[src/common/ooo_defs.svh]
`ifndef OOO_DEFS_SVH
`define OOO_DEFS_SVH

// data word width
`define OOO_XLEN 32

// architectural registers x0..x31
`define OOO_NUM_REGS 32

// reorder buffer entries, tag indexes them
`define OOO_ROB_DEPTH 8
`define OOO_TAG_W 3

// one load cycle plus one cycle per multiplier bit
`define OOO_MUL_CYCLES 33

`endif

[src/common/ooo_pkg.sv]
`default_nettype none

`include "ooo_defs.svh"

package ooo_pkg;

    typedef logic [`OOO_XLEN-1:0]  word_t;
    typedef logic [4:0]            reg_idx_t;
    typedef logic [`OOO_TAG_W-1:0] rob_tag_t;

    // RV32 major opcodes handled by the core
    typedef enum logic [6:0] {
        OPC_OP     = 7'b0110011,
        OPC_OP_IMM = 7'b0010011
    } opcode_e;

    typedef enum logic [2:0] {
        OP_ADD,
        OP_SUB,
        OP_AND,
        OP_OR,
        OP_XOR,
        OP_SLT,
        OP_MUL  // goes to the multiplier, never the alu
    } alu_op_e;

endpackage

`default_nettype wire

[src/verilog/multiplier.sv]
`timescale 1ns/1ps
`default_nettype none

`include "ooo_defs.svh"

module multiplier (
    input  logic              clk,
    input  logic              reset,
    input  logic              mul_issue,
    input  ooo_pkg::word_t    mul_a, mul_b,
    input  ooo_pkg::rob_tag_t mul_issue_tag,
    output logic              mul_busy,
    output logic              mul_done,
    output ooo_pkg::rob_tag_t mul_tag,
    output ooo_pkg::word_t    mul_result
);
    import ooo_pkg::*;

    localparam int STEPS = `OOO_MUL_CYCLES - 1;  // after the load cycle
    localparam int CNT_W = $clog2(STEPS);

    typedef enum logic [1:0] {
        S_IDLE,
        S_RUN,
        S_DONE
    } state_e;

    state_e           state;
    logic [CNT_W-1:0] step;
    word_t            mcand, mplier, acc;

    assign mul_busy   = (state != S_IDLE);
    assign mul_done   = (state == S_DONE);
    assign mul_result = acc;  // low word only

    always_ff @(posedge clk) begin
        if (reset) begin
            state <= S_IDLE;
        end else begin
            case (state)
                S_IDLE:  if (mul_issue) state <= S_RUN;
                S_RUN:   if (step == CNT_W'(STEPS - 1)) state <= S_DONE;
                default: state <= S_IDLE;
            endcase
        end
    end

    // shift-add, one multiplier bit per cycle
    always_ff @(posedge clk) begin
        if (state == S_IDLE && mul_issue) begin
            mcand   <= mul_a;
            mplier  <= mul_b;
            acc     <= '0;
            step    <= '0;
            mul_tag <= mul_issue_tag;
        end else if (state == S_RUN) begin
            if (mplier[0]) begin
                acc <= acc + mcand;
            end
            mcand  <= mcand << 1;
            mplier <= mplier >> 1;
            step   <= step + 1'b1;
        end
    end

    a_issue_when_idle: assert property (@(posedge clk) disable iff (reset)
        mul_issue |-> !mul_busy)
        else $error("multiplier issued while busy");

    a_latency: assert property (@(posedge clk) disable iff (reset)
        mul_issue |-> ##(`OOO_MUL_CYCLES) mul_done)
        else $error("multiplier result not on time");

endmodule

`default_nettype wire

[config.mk]
export PLATFORM = sky130hd
export DESIGN_NAME = multiplier
export DESIGN_NICKNAME = d
export VERILOG_FILES = /design/src/common/ooo_pkg.sv /design/src/verilog/multiplier.sv
export VERILOG_INCLUDE_DIRS = /design/src /design/src/common
export SDC_FILE = /design/constraint.sdc
export NUM_CORES = 1
export LEC_CHECK = 0
export BUFFER_PORTS_ARGS = -buffer_cell sky130_fd_sc_hd__buf_4
export CAP_MARGIN = 20
export CORE_MARGIN = 4
export CORE_UTILIZATION = 56
export CTS_CLUSTER_DIAMETER = 40
export DETAILED_ROUTE_END_ITERATION = 10
export PLACE_DENSITY = 0.8
export REMOVE_ABC_BUFFERS = 1
export SLEW_MARGIN = 20
export SYNTH_ARGS = -nofsm -noshare
export SYNTH_HDL_FRONTEND = slang
export SYNTH_SLANG_ARGS = --single-unit
[constraint.sdc]
create_clock -name clk -period 3.6 [get_ports clk]
set_input_delay 0.54 -clock clk [delete_from_list [all_inputs] [get_ports clk]]
set_output_delay 0.54 -clock clk [all_outputs]
set_load 0.02 [all_outputs]
# Word level (Yosys, flattened, before mapping)
# Index checks and enable logic that the tools add are counted.
totals:
  latchBits: 0
  out_inout_bits: 37
  inputBits: 70
  ramBits: 0
  mem_count: 0
  rom_bits: 0
  register_bits: 106
op_classes:
  n_addsub: 2
  n_lt_le_gt_ge: 0
  mux: 7
  n_reduce_logical: 6
  bitwise: 0
  n_div: 0
  shift: 0
  eq_ne: 5
  n_mul: 0
op_table:
  columns: ["cell", "n"]
  rows:
  - ["$mux W32", 4]
  - ["$add A32 B32 Y32", 1]
  - ["$add A5 B1 Y5 const B", 1]
  - ["$eq A5 B5 Y1 const B", 1]
  - ["$mux W2", 2]
  - ["$ne A2 B2 Y1 const B", 2]
  - ["$pmux W2 S2", 1]
  - ["$reduce_and A2 Y1", 2]
  - ["$reduce_bool A2 Y1", 2]
  - ["$eq A2 B1 Y1 const B", 1]
  - ["$eq A2 B2 Y1 const B", 1]
  - ["$logic_not A2 Y1", 1]
  - ["$logic_and A1 B1 Y1", 1]

# Depth between registers and ports, before layout
# Gate-level depths: netlist of run 1.
logic_depth:
  ltp_word: 3
  mapped_depth: 10

# Worst setup path after synthesis of run 1
# No wires, ideal clock.
synth_path:
  path_type: "register -> register"
  from: "register acc[0], in the netlist mul_result[0]"
  to: "register acc[22], in the netlist mul_result[22]"
  setup_slack_ns: 1.063
  synth_period_minus_slack_ns: 2.537
  t_arrival_ns: 2.420
  path_stages_with_launch: 10
  cell_sequence: "dfxtp_1 ha_1 fa_1 a21o_1 a221oi_2 a211oi_2 nor2_2 o21ai_0 or3_1 o2111a_1"
synth_via:
  elab_chain_cells: 1
synth_rtl:
  columns: ["element", "line", "text"]
  rows:
  - ["start: declaration", "multiplier.sv:30", "word_t mcand, mplier, acc;"]
  - ["start signal: assignment", "multiplier.sv:58", "acc <= acc + mcand;"]
  - ["$add A32 B32 Y32", "multiplier.sv:58", null]
# No other way between the ends.
# A chain may end at the register's enable or synchronous reset.

# Final worst setup path of run 1
layout_path:
  from: "register mcand[0]"
  to: "register acc[16], in the netlist mul_result[16]"
layout_via:
  elab_chain_cells: 1
layout_rtl:
  columns: ["element", "line", "text"]
  rows:
  - ["start: declaration", "multiplier.sv:30", null]
  - ["start signal: assignment", "multiplier.sv:51", "mcand <= mul_a;"]
  - ["start signal: assignment", "multiplier.sv:60", "mcand <= mcand << 1;"]
  - ["$add A32 B32 Y32", "multiplier.sv:58", null]
# No other way between the ends.

==> impl_results.md, run 1 <==
- Most common cell after layout, fill and taps aside: nand2_1
- Area of the multi-input gates: 3100 um2
- First-pass GRT wire length: 24200 um
- Mapped cell area: 6060 um2
- Final Max Slew Viols: 0
- H-tree Lvls: 3
- Sequential cell area: approximately 2800 um2
- Synth Area in XOR/XNOR: 3.18%
- Hold depth: 2
- RSZ-0062 raised after global routing: false
- Vias per cell: 5.62
- CTS Root Cell: clkbuf_8
- I/O pin count: 107
- Fillers: 864
- Initial antenna violation count: 0
- Rows: 37
- Clock Sinks: between 100 and 150
- Worst-case vdd ir drop: just over 0.4 mV
- Async set or reset register ratio after synthesis: 0%
- Hold WS: 289 ps
- Worst-path clk slew: 110 ps
- Yosys cell types: 59
- Post-CTS Hold Buffers: 0
- DRC Markers: 0
- Sequential area share after synthesis: 46.1%
- Min Clock Period, post-route: 2790 ps
- Period Utilization, post-route: between 70% and 80%
- Multiplexer share of the synthesized area: less than 1%
- First DRT Iteration DRCs: 252
- Initial Util: a little under 60%
- Worst Skew: 15.7 ps
- # setup viols final: 0
- Ant diodes: 0
- Die area: 12500 um2
- Post-Syn Area per Cell: 8.58 um2
- CP Max Fanout: 5
- Drt pass-1 iters: 4
- Total GRT Usage: a little under a quarter
- Post-synthesis simple-gate area fraction: 25.6%
- Least-Margin Pin Slew: 818 ps
- Critical Path RT: ~3900 ps
- Placer Congestion: 0.908
- Pwr dens: 511 nW/um2
- Most frequent cells in the layout: 253 x nand2_1, 115 x buf_4, 67 x edfxtp_1, 47 x a21oi_1, 39 x dfxtp_1
- Final hold vios: 0
- Startpoint Class: flop
- Pin count of the biggest net entering global routing: 69
- Setup TNS: 0 ps
- Fmax: 359 MHz
- Post-Syn Instances: 706
- Post-CTS Resized: 0
- Synth warn: 0
- Core area: 10400 um2
- Final net count: 898
- Grt total ovfl: 0
- WP data arrival: 3080 ps
- Post-Synth Adder-Cell Area: under 10%
- Routed len/inst: roughly 16 um
- CTS tree: built
- Clock tree buffer depth: 2
- Detailed Place HPWL: between 10000 and 15000 um
- Vias in the first global route: 5139
- Synth Register Bits: 106
- Later-pin clock latency in the skew report: 400 ps
- Post-CTS setup buffers: 0
- Width of the die: approximately 110 um
- Layout cells sized above 1: 18.1%
- Most used DFF post-synth: edfxtp_1
- Main combinational cell family by area after synthesis: simple AND/OR/NAND/NOR gates
- Detail Route Antenna Nets: 0
- Crit. End Element: flop
- Max_slew headroom: between 40% and 50%
- IO buf count: 106
- Synth-to-Final Area Change: 18.1%
- R2R depth: 9
- Status: finished clean
- Crit path kind: reg -> reg
- Number of synthesized flops with an enable pin: 67
- Maximum capacitance violations: 0
- Routed wire length: 14600 um
- Die height: 112 um
- Total CTS buffers: 9
- Lkg Pwr: around 3.2 nW
- Synth Area in Compound Gates: 14.6%
- Worst hold-check path type: in -> reg
- Vias: 5252
worst paths after layout:
kind	from	endpoint	slack (ps)
max	mcand[0]	mul_result[16]	810
min	reset	state[0]	290
max reg2reg	mcand[0]	mul_result[16]	810
min reg2reg	mul_result[4]	mul_result[4]	480
Yosys cell counts, drive strengths merged, types with 5 or more instances:
library cell  instances  area share [%]
a211oi                7             1.0
a21o                 12             1.5
a21oi                47             3.9
a31oi                 6            0.62
and3                  7            0.72
buf                   8            0.66
clkbuf               30             1.9
dfxtp                39              13
edfxtp               67              33
ha                   33             6.8
inv                   5            0.31
nand2               254              16
nand3                22             1.8
nand4                 9            0.93
nor2                 32             2.1
nor2b                 5            0.52
nor3                 10            0.83
o211ai                6            0.91
o21ai                28             2.3
or3                   8            0.91
xnor2                15             2.2
xor2                  7             1.0
metrics by stage:
step / power, mW / util, % / cells / cell area [um2] / setup slack (ps)
6_report: 3.65 / 68.6 / 935 / 7150 / 814
3_5_place_dp: 2.88 / 66.6 / 919 / 6940 / 848
3_3_place_gp: 2.84 / 66.6 / 919 / 6940 / 915
4_1_cts: 3.67 / 68.6 / 935 / 7150 / 822
2_1_floorplan: 2.47 / - / 668 / 5900 / -324
5_1_grt: 3.88 / 68.6 / 935 / 7150 / 603
sequential cells by signal (all words and copies together) (netlist names):
| register | count |
|---|---|
| mcand | 32 |
| mplier | 32 |
| mul_result | 32 |
| mul_tag | 3 |
| state | 2 |
| step | 5 |
logic make-up (layout without fill, tap and decap cells):
logic type | count (synthesis) | in the layout
xor+xnor | 22 | 22
buf+inv | 43 | 136
compound gates | 133 | 133
flops | 106 | 106
fa+ha+maj | 34 | 34
simple gates | 365 | 365
mux | 3 | 3
routing by layer:
layer,wire length (um),GRT usage [%],up-vias
li1,-,-,2637
met1,6590,29.6,2472
met2,6980,39.7,126
met3,874,7.23,17
met4,155,4.73,0
met5,0,0,-
layout make-up:
cell class | instances | area share, %
clock buffers | 10 | 1.92
clock inverters | 6 | 1.01
inverters | 5 | 0.262
multi-input cells | 557 | 43.3
flip-flops and latches | 106 | 39.1
well taps | 136 | 2.38
repair buffers | 115 | 12.1
critical path, stage by stage (launching register included):
cell,delay (ps)
edfxtp_1,410
ha_1,240
fa_1,420
a21o_1,230
a221oi_2,380
a211oi_2,200
nor2_1,210
o21ai_0,140
or3_1,320
o2111a_1,140
report_power, final:
| group | switching (mW) | internal (mW) |
|---|---|---|
| clock network | 0.446 | 0.350 |
| registers | 0.111 | 1.50 |
| logic | 0.744 | 0.503 |
Power figures use the tool's default switching activity.
==> run 2: changes to the inputs <==
ABC_AREA = 1   (was not set)
CORE_UTILIZATION = 52   (was 56)
PLACE_DENSITY = 0.77   (was 0.8)
clock period = 2.4 ns   (was 3.6 ns; I/O delays follow)
==> impl_results.md, run 2 <==
- Post-CTS setup buffers: 0 (unchanged)
- Crit path buf inv count: 1 (was 0)
- Detail Route Antenna Nets: 0 (unchanged)
- Final net count: 1171 (was 898)
- Worst hold-check path type: in -> reg (unchanged)
- H-tree Lvls: 3 (unchanged)
- Startpoint Class: flop (unchanged)
- Period Utilization, post-route: 87.7% (was 77.4%)
- Post-Synth Adder-Cell Area: 6.44% (was 7.15%)
- Synth Register Bits: 106 (unchanged)
- Multiplexer share of the synthesized area: 0% (was 0.496%)
- Synth-to-Final Area Change: 19.2% (was 18.1%)
- Core area: 12600 um2 (was 10400 um2)
- Total GRT Usage: 22.2% (was 23.3%)
- First DRT Iteration DRCs: 445 (was 252)
- Post-CTS Resized: 0 (unchanged)
- Most frequent cells in the layout: 423 x nand2_1, 164 x inv_1, 108 x buf_4, 67 x edfxtp_1, 51 x nor2_1 (was 253 x nand2_1, 115 x buf_4, 67 x edfxtp_1, 47 x a21oi_1, 39 x dfxtp_1)
- Status: finished clean (unchanged)
- Die area: 14800 um2 (was 12500 um2)
- Clock power frac: 25.8% (was 21.8%)
- Sw frac: 36.3% (was 35.6%)
- Post-Syn Instances: 967 (was 706)
- CP Max Fanout: 4 (was 5)
- Main combinational cell family by area after synthesis: simple AND/OR/NAND/NOR gates (unchanged)
- Routed wire length: 15900 um (was 14600 um)
- Lkg Pwr: 4.51 nW (was 3.22 nW)
- Most used DFF post-synth: edfxtp_1 (unchanged)
- Top post-synthesis cells by area: edfxtp_1 30%, nand2_1 24%, dfxtp_1 12%, inv_1 9.2%, ha_1 6.1% (was edfxtp_1 33%, nand2_1 16%, dfxtp_1 13%, ha_1 6.8%, a21oi_1 3.9%)
- Drt pass-1 iters: 5 (was 4)
- Synth area leader: edfxtp_1 (unchanged)
- RSZ-0062 raised after global routing: false (unchanged)
- Worst Skew: 10.7 ps (was 15.7 ps)
- Crit. End Element: flop (unchanged)
- Yosys cell types: 30 (was 59)
- Synth warn: 0 (unchanged)
- Slowest CP cell: fa_1 (unchanged)
- Initial antenna violation count: 0 (unchanged)
- Width of the die: 122 um (was 112 um)
- Ant diodes: 0 (unchanged)
- Total power: 5.78 mW (was 3.65 mW)
- Vias: 6085 (was 5252)
- Post-synthesis simple-gate area fraction: 32.3% (was 25.6%)
- Maximum capacitance violations: 0 (unchanged)
- Crit path kind: reg -> reg (unchanged)
- Post-CTS Hold Buffers: 0 (unchanged)
- I/O pin count: 107 (unchanged)
- Placer Congestion: 0.961 (was 0.908)
- Worst r2r src: mcand[0] (unchanged)
- Max_slew headroom: 66.3% (was 44.8%)
- Synth Area in Compound Gates: 6.79% (was 14.6%)
- Fillers: 1214 (was 864)
- Min Clock Period, post-route: 2110 ps (was 2790 ps)
- Sequential area share after synthesis: 41.5% (was 46.1%)
- Mapped cell area: 6720 um2 (was 6060 um2)
- Clock tree buffer depth: 2 (unchanged)
- Final Max Slew Viols: 0 (unchanged)
- CTS tree: built (unchanged)
- Min-delay src: reset (unchanged)
- Fmax: 475 MHz (was 359 MHz)
- # setup viols final: 0 (unchanged)
- IO buf count: 106 (unchanged)
- Routed len/inst: 12.8 um (was 15.6 um)
- Layout cells sized above 1: 14.0% (was 18.1%)
- Top-count cell post-synth: nand2_1 (unchanged)
- CTS Root Cell: clkbuf_16 (was clkbuf_8)
- WP data arrival: 2370 ps (was 3080 ps)
- Post-synth top cells: 425 x nand2_1, 164 x inv_1, 67 x edfxtp_1 (was 254 x nand2_1, 67 x edfxtp_1, 47 x a21oi_1)
- Clock Sinks: 106 (unchanged)
- Internal power: 3.68 mW (was 2.35 mW)
- Rows: 41 (was 37)
- Post-synth top area share: 29.9% (was 33.2%)
- Critical path launch point: mcand[0] (unchanged)
- Hold WS: 161 ps (was 289 ps)
- Post-Layout Cell Count: 1244 (was 935)
- Logic gate share of total power: 33.1% (was 34.2%)
- Slowest stage delay, CP: 450 ps (was 420 ps)
- Placed cells: 1228 (was 919)
- Initial Util: 53.3% (was 58.2%)
- Crit path cell chain: ha_1 > fa_1 > nand3_1 > nand3_1 > nand3_1 > nand3_2 > nand3_1 > nand2_1 > nand2_1 > nand3_1 > nand2_1 > inv_1 (was ha_1 > fa_1 > a21o_1 > a221oi_2 > a211oi_2 > nor2_1 > o21ai_0 > or3_1 > o2111a_1)
- Fin area: 8020 um2 (was 7150 um2)
- Critical Path RT: 2670 ps (was 3890 ps)
- First-pass GRT wire length: 26200 um (was 24200 um)
- Switching pwr: 2.10 mW (was 1.30 mW)
- Worst-case vdd ir drop: 0.542 mV (was 0.403 mV)
- Later-pin clock latency in the skew report: 370 ps (was 400 ps)
- Total CTS buffers: 9 (unchanged)
- Die height: 122 um (was 112 um)
- Detailed Place HPWL: 11800 um (was 10600 um)
- Worst-path clk slew: 70 ps (was 110 ps)
- CP top delay family: simple AND/OR/NAND/NOR gates (was compound AO/OA/AOI/OAI gates)
- Placed instance area: 7720 um2 (was 6940 um2)
- Pwr dens: 721 nW/um2 (was 511 nW/um2)
- DRC Markers: 0 (unchanged)
- Most common cell after layout, fill and taps aside: nand2_1 (unchanged)
- Vias in the first global route: 5549 (was 5139)
- Seq pwr share: 41.1% (was 44.1%)
- Async set or reset register ratio after synthesis: 0% (unchanged)
- Vias per cell: 4.89 (was 5.62)
- Final hold vios: 0 (unchanged)
- Synth Area in XOR/XNOR: 1.95% (was 3.18%)
- Grt total ovfl: 0 (unchanged)
- Number of synthesized flops with an enable pin: 67 (unchanged)
- Final core utilization: 63.5% (was 68.6%)
- Pin count of the biggest net entering global routing: 77 (was 69)
- Most used cell, CP: nand3_1
- Post-Syn Area per Cell: 6.95 um2 (was 8.58 um2)
- Least-Margin Pin Slew: 504 ps (was 818 ps)
-- run 2: through the flow --
step           setup WS, ps  setup TNS [ps]
4_1_cts                 312               0
2_1_floorplan         -1830         -165590
5_1_grt                 138               0
6_report                294               0
3_5_place_dp            338               0
3_3_place_gp            360               0
-- run 2: area by class of cell --
| type | count | area (um2) | area share (%) |
|---|---|---|---|
| timing repair buffer | 112 | 891 | 11.1 |
| tap | 172 | 215 | 2.68 |
| clock buffer | 9 | 225 | 2.81 |
| sequential | 106 | 2790 | 34.8 |
| inverter | 167 | 627 | 7.82 |
| multi-input combinational | 671 | 3200 | 39.9 |
| clock inverter | 7 | 70.1 | 0.874 |
-- run 2: power by group through the flow --
stage	sequential [mW]	clock [mW]	combinational (mW)
finish	2.38	1.49	1.91
detailed placement	2.42	0	1.90
global route	2.41	1.60	2.16
CTS	2.38	1.52	1.91
global placement	2.41	0	1.88
floorplan	2.48	0	1.22
-- run 2: routing by layer --
layer | vias to the layer above | GRT usage [%] | share of wire (%)
met3 | 19 | 6.36 | 6.7
met4 | 0 | 5.74 | 1.2
met2 | 171 | 35.3 | 46
met1 | 2713 | 30.0 | 47
met5 | - | 0 | 0
li1 | 3182 | - | -
-- run 2: worst paths after layout --
check | to | slack (ps) | cells past startpoint
max | mul_result[20] | 290 | 12
min | state[0] | 160 | 2
max reg2reg | mul_result[20] | 290 | 12
min reg2reg | step[3] | 470 | 2
-- run 2: kinds of logic after synthesis --
logic type      Yosys count
xor+xnor                 15
flops                   106
simple gates            542
compound gates           80
buf+inv                 190
fa+ha+maj                34
==> run 3: changes to the inputs <==
CORE_UTILIZATION = 56   (was 52)
PLACE_DENSITY = 0.79   (was 0.77)
clock period = 2.55 ns   (was 2.4 ns; I/O delays follow)
==> impl_results.md, run 3 (synthesized netlist as in run 2, its figures left out) <==
- Vias in the first global route: 5671 (was 5549)
- Most frequent cells in the layout: 423 x nand2_1, 164 x inv_1, 111 x buf_4, 67 x edfxtp_1, 51 x nor2_1 (was 423 x nand2_1, 164 x inv_1, 108 x buf_4, 67 x edfxtp_1, 51 x nor2_1)
- WP data arrival: 2410 ps (was 2370 ps)
- Final hold vios: 0 (unchanged)
- Worst r2r src: mcand[0] (unchanged)
- Later-pin clock latency in the skew report: 370 ps (about the same)
- Crit path kind: reg -> reg (unchanged)
- Worst-case vdd ir drop: 0.648 mV (was 0.542 mV)
- R2R depth: 12 (unchanged)
- Clock Sinks: 106 (unchanged)
- Die area: 13800 um2 (was 14800 um2)
- Total GRT Usage: 23.8% (was 22.2%)
- Hold depth: 2 (unchanged)
- Rows: 39 (was 41)
- Startpoint Class: flop (unchanged)
- Initial Util: 58.1% (was 53.3%)
- Die height: 118 um (was 122 um)
- H-tree Lvls: 3 (unchanged)
- Min-delay src: reset (unchanged)
- Worst Skew: 9.36 ps (was 10.7 ps)
- Clock tree buffer depth: 2 (unchanged)
- Post-CTS Hold Buffers: 0 (unchanged)
- Detailed Place HPWL: 12100 um (was 11800 um)
- CTS Root Cell: clkbuf_16 (unchanged)
- Internal power: 3.55 mW (was 3.68 mW)
- IO buf count: 106 (unchanged)
- Met3 GRT Util: 6.68% (was 6.36%)
- Least-Margin Pin Slew: 512 ps (was 504 ps)
- Maximum capacitance violations: 0 (unchanged)
- Lkg Pwr: 4.51 nW (about the same)
- Clock power frac: 26.7% (was 25.8%)
- Max_slew headroom: 65.7% (was 66.3%)
- Logic gate share of total power: 32.7% (was 33.1%)
- Vias per cell: 4.98 (was 4.89)
- Ant diodes: 0 (unchanged)
- First-pass GRT wire length: 26900 um (was 26200 um)
- Vias: 6055 (was 6085)
- CP Max Fanout: 4 (unchanged)
- Post-CTS setup buffers: 0 (unchanged)
- Final worst setup slack: 405 ps (was 294 ps)
- Core area: 11600 um2 (was 12600 um2)
- DRC Markers: 0 (unchanged)
- Switching pwr: 1.96 mW (was 2.10 mW)
- Final Max Slew Viols: 0 (unchanged)
- Initial antenna violation count: 0 (unchanged)
- Worst-path clk slew: 80 ps (was 70 ps)
- Seq pwr share: 40.6% (was 41.1%)
- Sw frac: 35.6% (was 36.3%)
- M1 GR Usage: 32.0% (was 30.0%)
- Grt total ovfl: 0 (unchanged)
- Final net count: 1172 (was 1171)
- Post-Layout Cell Count: 1216 (was 1244)
- Critical Path RT: 2820 ps (was 2670 ps)
- First DRT Iteration DRCs: 472 (was 445)
- Drt pass-1 iters: 5 (unchanged)
- GRT Max-Usage Layer: met2 (unchanged)
- Critical path launch point: mcand[0] (unchanged)
- Placed cells: 1200 (was 1228)
- Width of the die: 118 um (was 122 um)
- # setup viols final: 0 (unchanged)
- DP Worst Slack: 435 ps (was 338 ps)
- I/O pin count: 107 (unchanged)
- Worst hold-check path type: in -> reg (unchanged)
- Fmax: 466 MHz (was 475 MHz)
- Worst Hold End: state[0] (unchanged)
- RSZ-0062 raised after global routing: false (unchanged)
- Total CTS buffers: 9 (unchanged)
- Post-CTS Resized: 0 (unchanged)
- Reg2reg setup slack: 410 ps (was 290 ps)
- Routed len/inst: 13.2 um (was 12.8 um)
- Layout cells sized above 1: 14.0% (about the same)
- Status: finished clean (unchanged)
- Most common cell after layout, fill and taps aside: nand2_1 (unchanged)
- M2 GR Usage: 38.6% (was 35.3%)
- Routed wire length: 16100 um (was 15900 um)
- Crit. End Element: flop (unchanged)
- CTS tree: built (unchanged)
- Detail Route Antenna Nets: 0 (unchanged)
- Pwr dens: 691 nW/um2 (was 721 nW/um2)
- Pin count of the biggest net entering global routing: 70 (was 77)
- Placer Congestion: 0.950 (was 0.961)
- Min Clock Period, post-route: 2140 ps (was 2110 ps)
- Synth-to-Final Area Change: 18.6% (was 19.2%)
- Critical register-to-register path endpoint: mul_result[28] (was mul_result[20])
- Period Utilization, post-route: 84.1% (was 87.7%)
-- run 3: changes by cell type in the layout (fill, tap and decap cells not counted), sizes merged --
| cell | change |
|---|---|
| buf | +1 |
| clkinv | -2 |
| bufinv | +1 |
| inv | +1 |
-- run 3: final cells by class --
cell class	count	area, um2
clock inverter	7	82.6
multi-input combinational	671	3200
inverter	167	627
tap	143	179
clock buffer	9	225
fill	1034	3590
sequential	106	2790
timing repair buffer	113	873
-- run 3: power by group through the flow --
stage	clock network (mW)	logic, mW	registers [mW]
after global routing	1.56	2.04	2.27
final	1.47	1.80	2.24
after CTS	1.50	1.80	2.24
after detailed placement	0	1.79	2.27
after global placement	0	1.78	2.27
after floorplan	0	1.15	2.34
-- run 3: worst max-delay path by stage --
stage               slack, ps        endpoint  cells after the start
CTS                       420  mul_result[28]                     12
global placement          530  mul_result[28]                     12
finish                    410  mul_result[28]                     12
global route              200  mul_result[24]                     12
detailed placement        430  mul_result[28]                     12
floorplan               -1680        mcand[0]                      3
-- run 3: routing by layer --
metal  wire length (um)  up-vias
li1                   -     3185
met1               7540     2699
met2               7260      158
met3               1120       13
met4                148        0
met5                  0        -
-- run 3: critical path, cell delays in order, from the launching register on --
cell and delay, ps:
edfxtp_1 400, ha_1 240, fa_1 480, nand3_1 130, nand3_1 140, nand3_1 120
nand3_2 120, nand2_1 120, nand2_1 60, nand2_1 60, nand3_1 70, nand2_1 80
inv_1 30
-- run 3: per-stage QoR --
step	utilization, %	area [um2]	hold WS, ps	setup TNS (ps)	power [mW]
6_report	69.0	7980	174	0	5.51
5_1_grt	69.0	7980	173	0	5.87
4_1_cts	69.0	7980	168	0	5.54
3_5_place_dp	66.3	7670	472	0	4.06
3_3_place_gp	66.3	7670	466	0	4.04
2_1_floorplan	-	6610	448	-145640	3.49
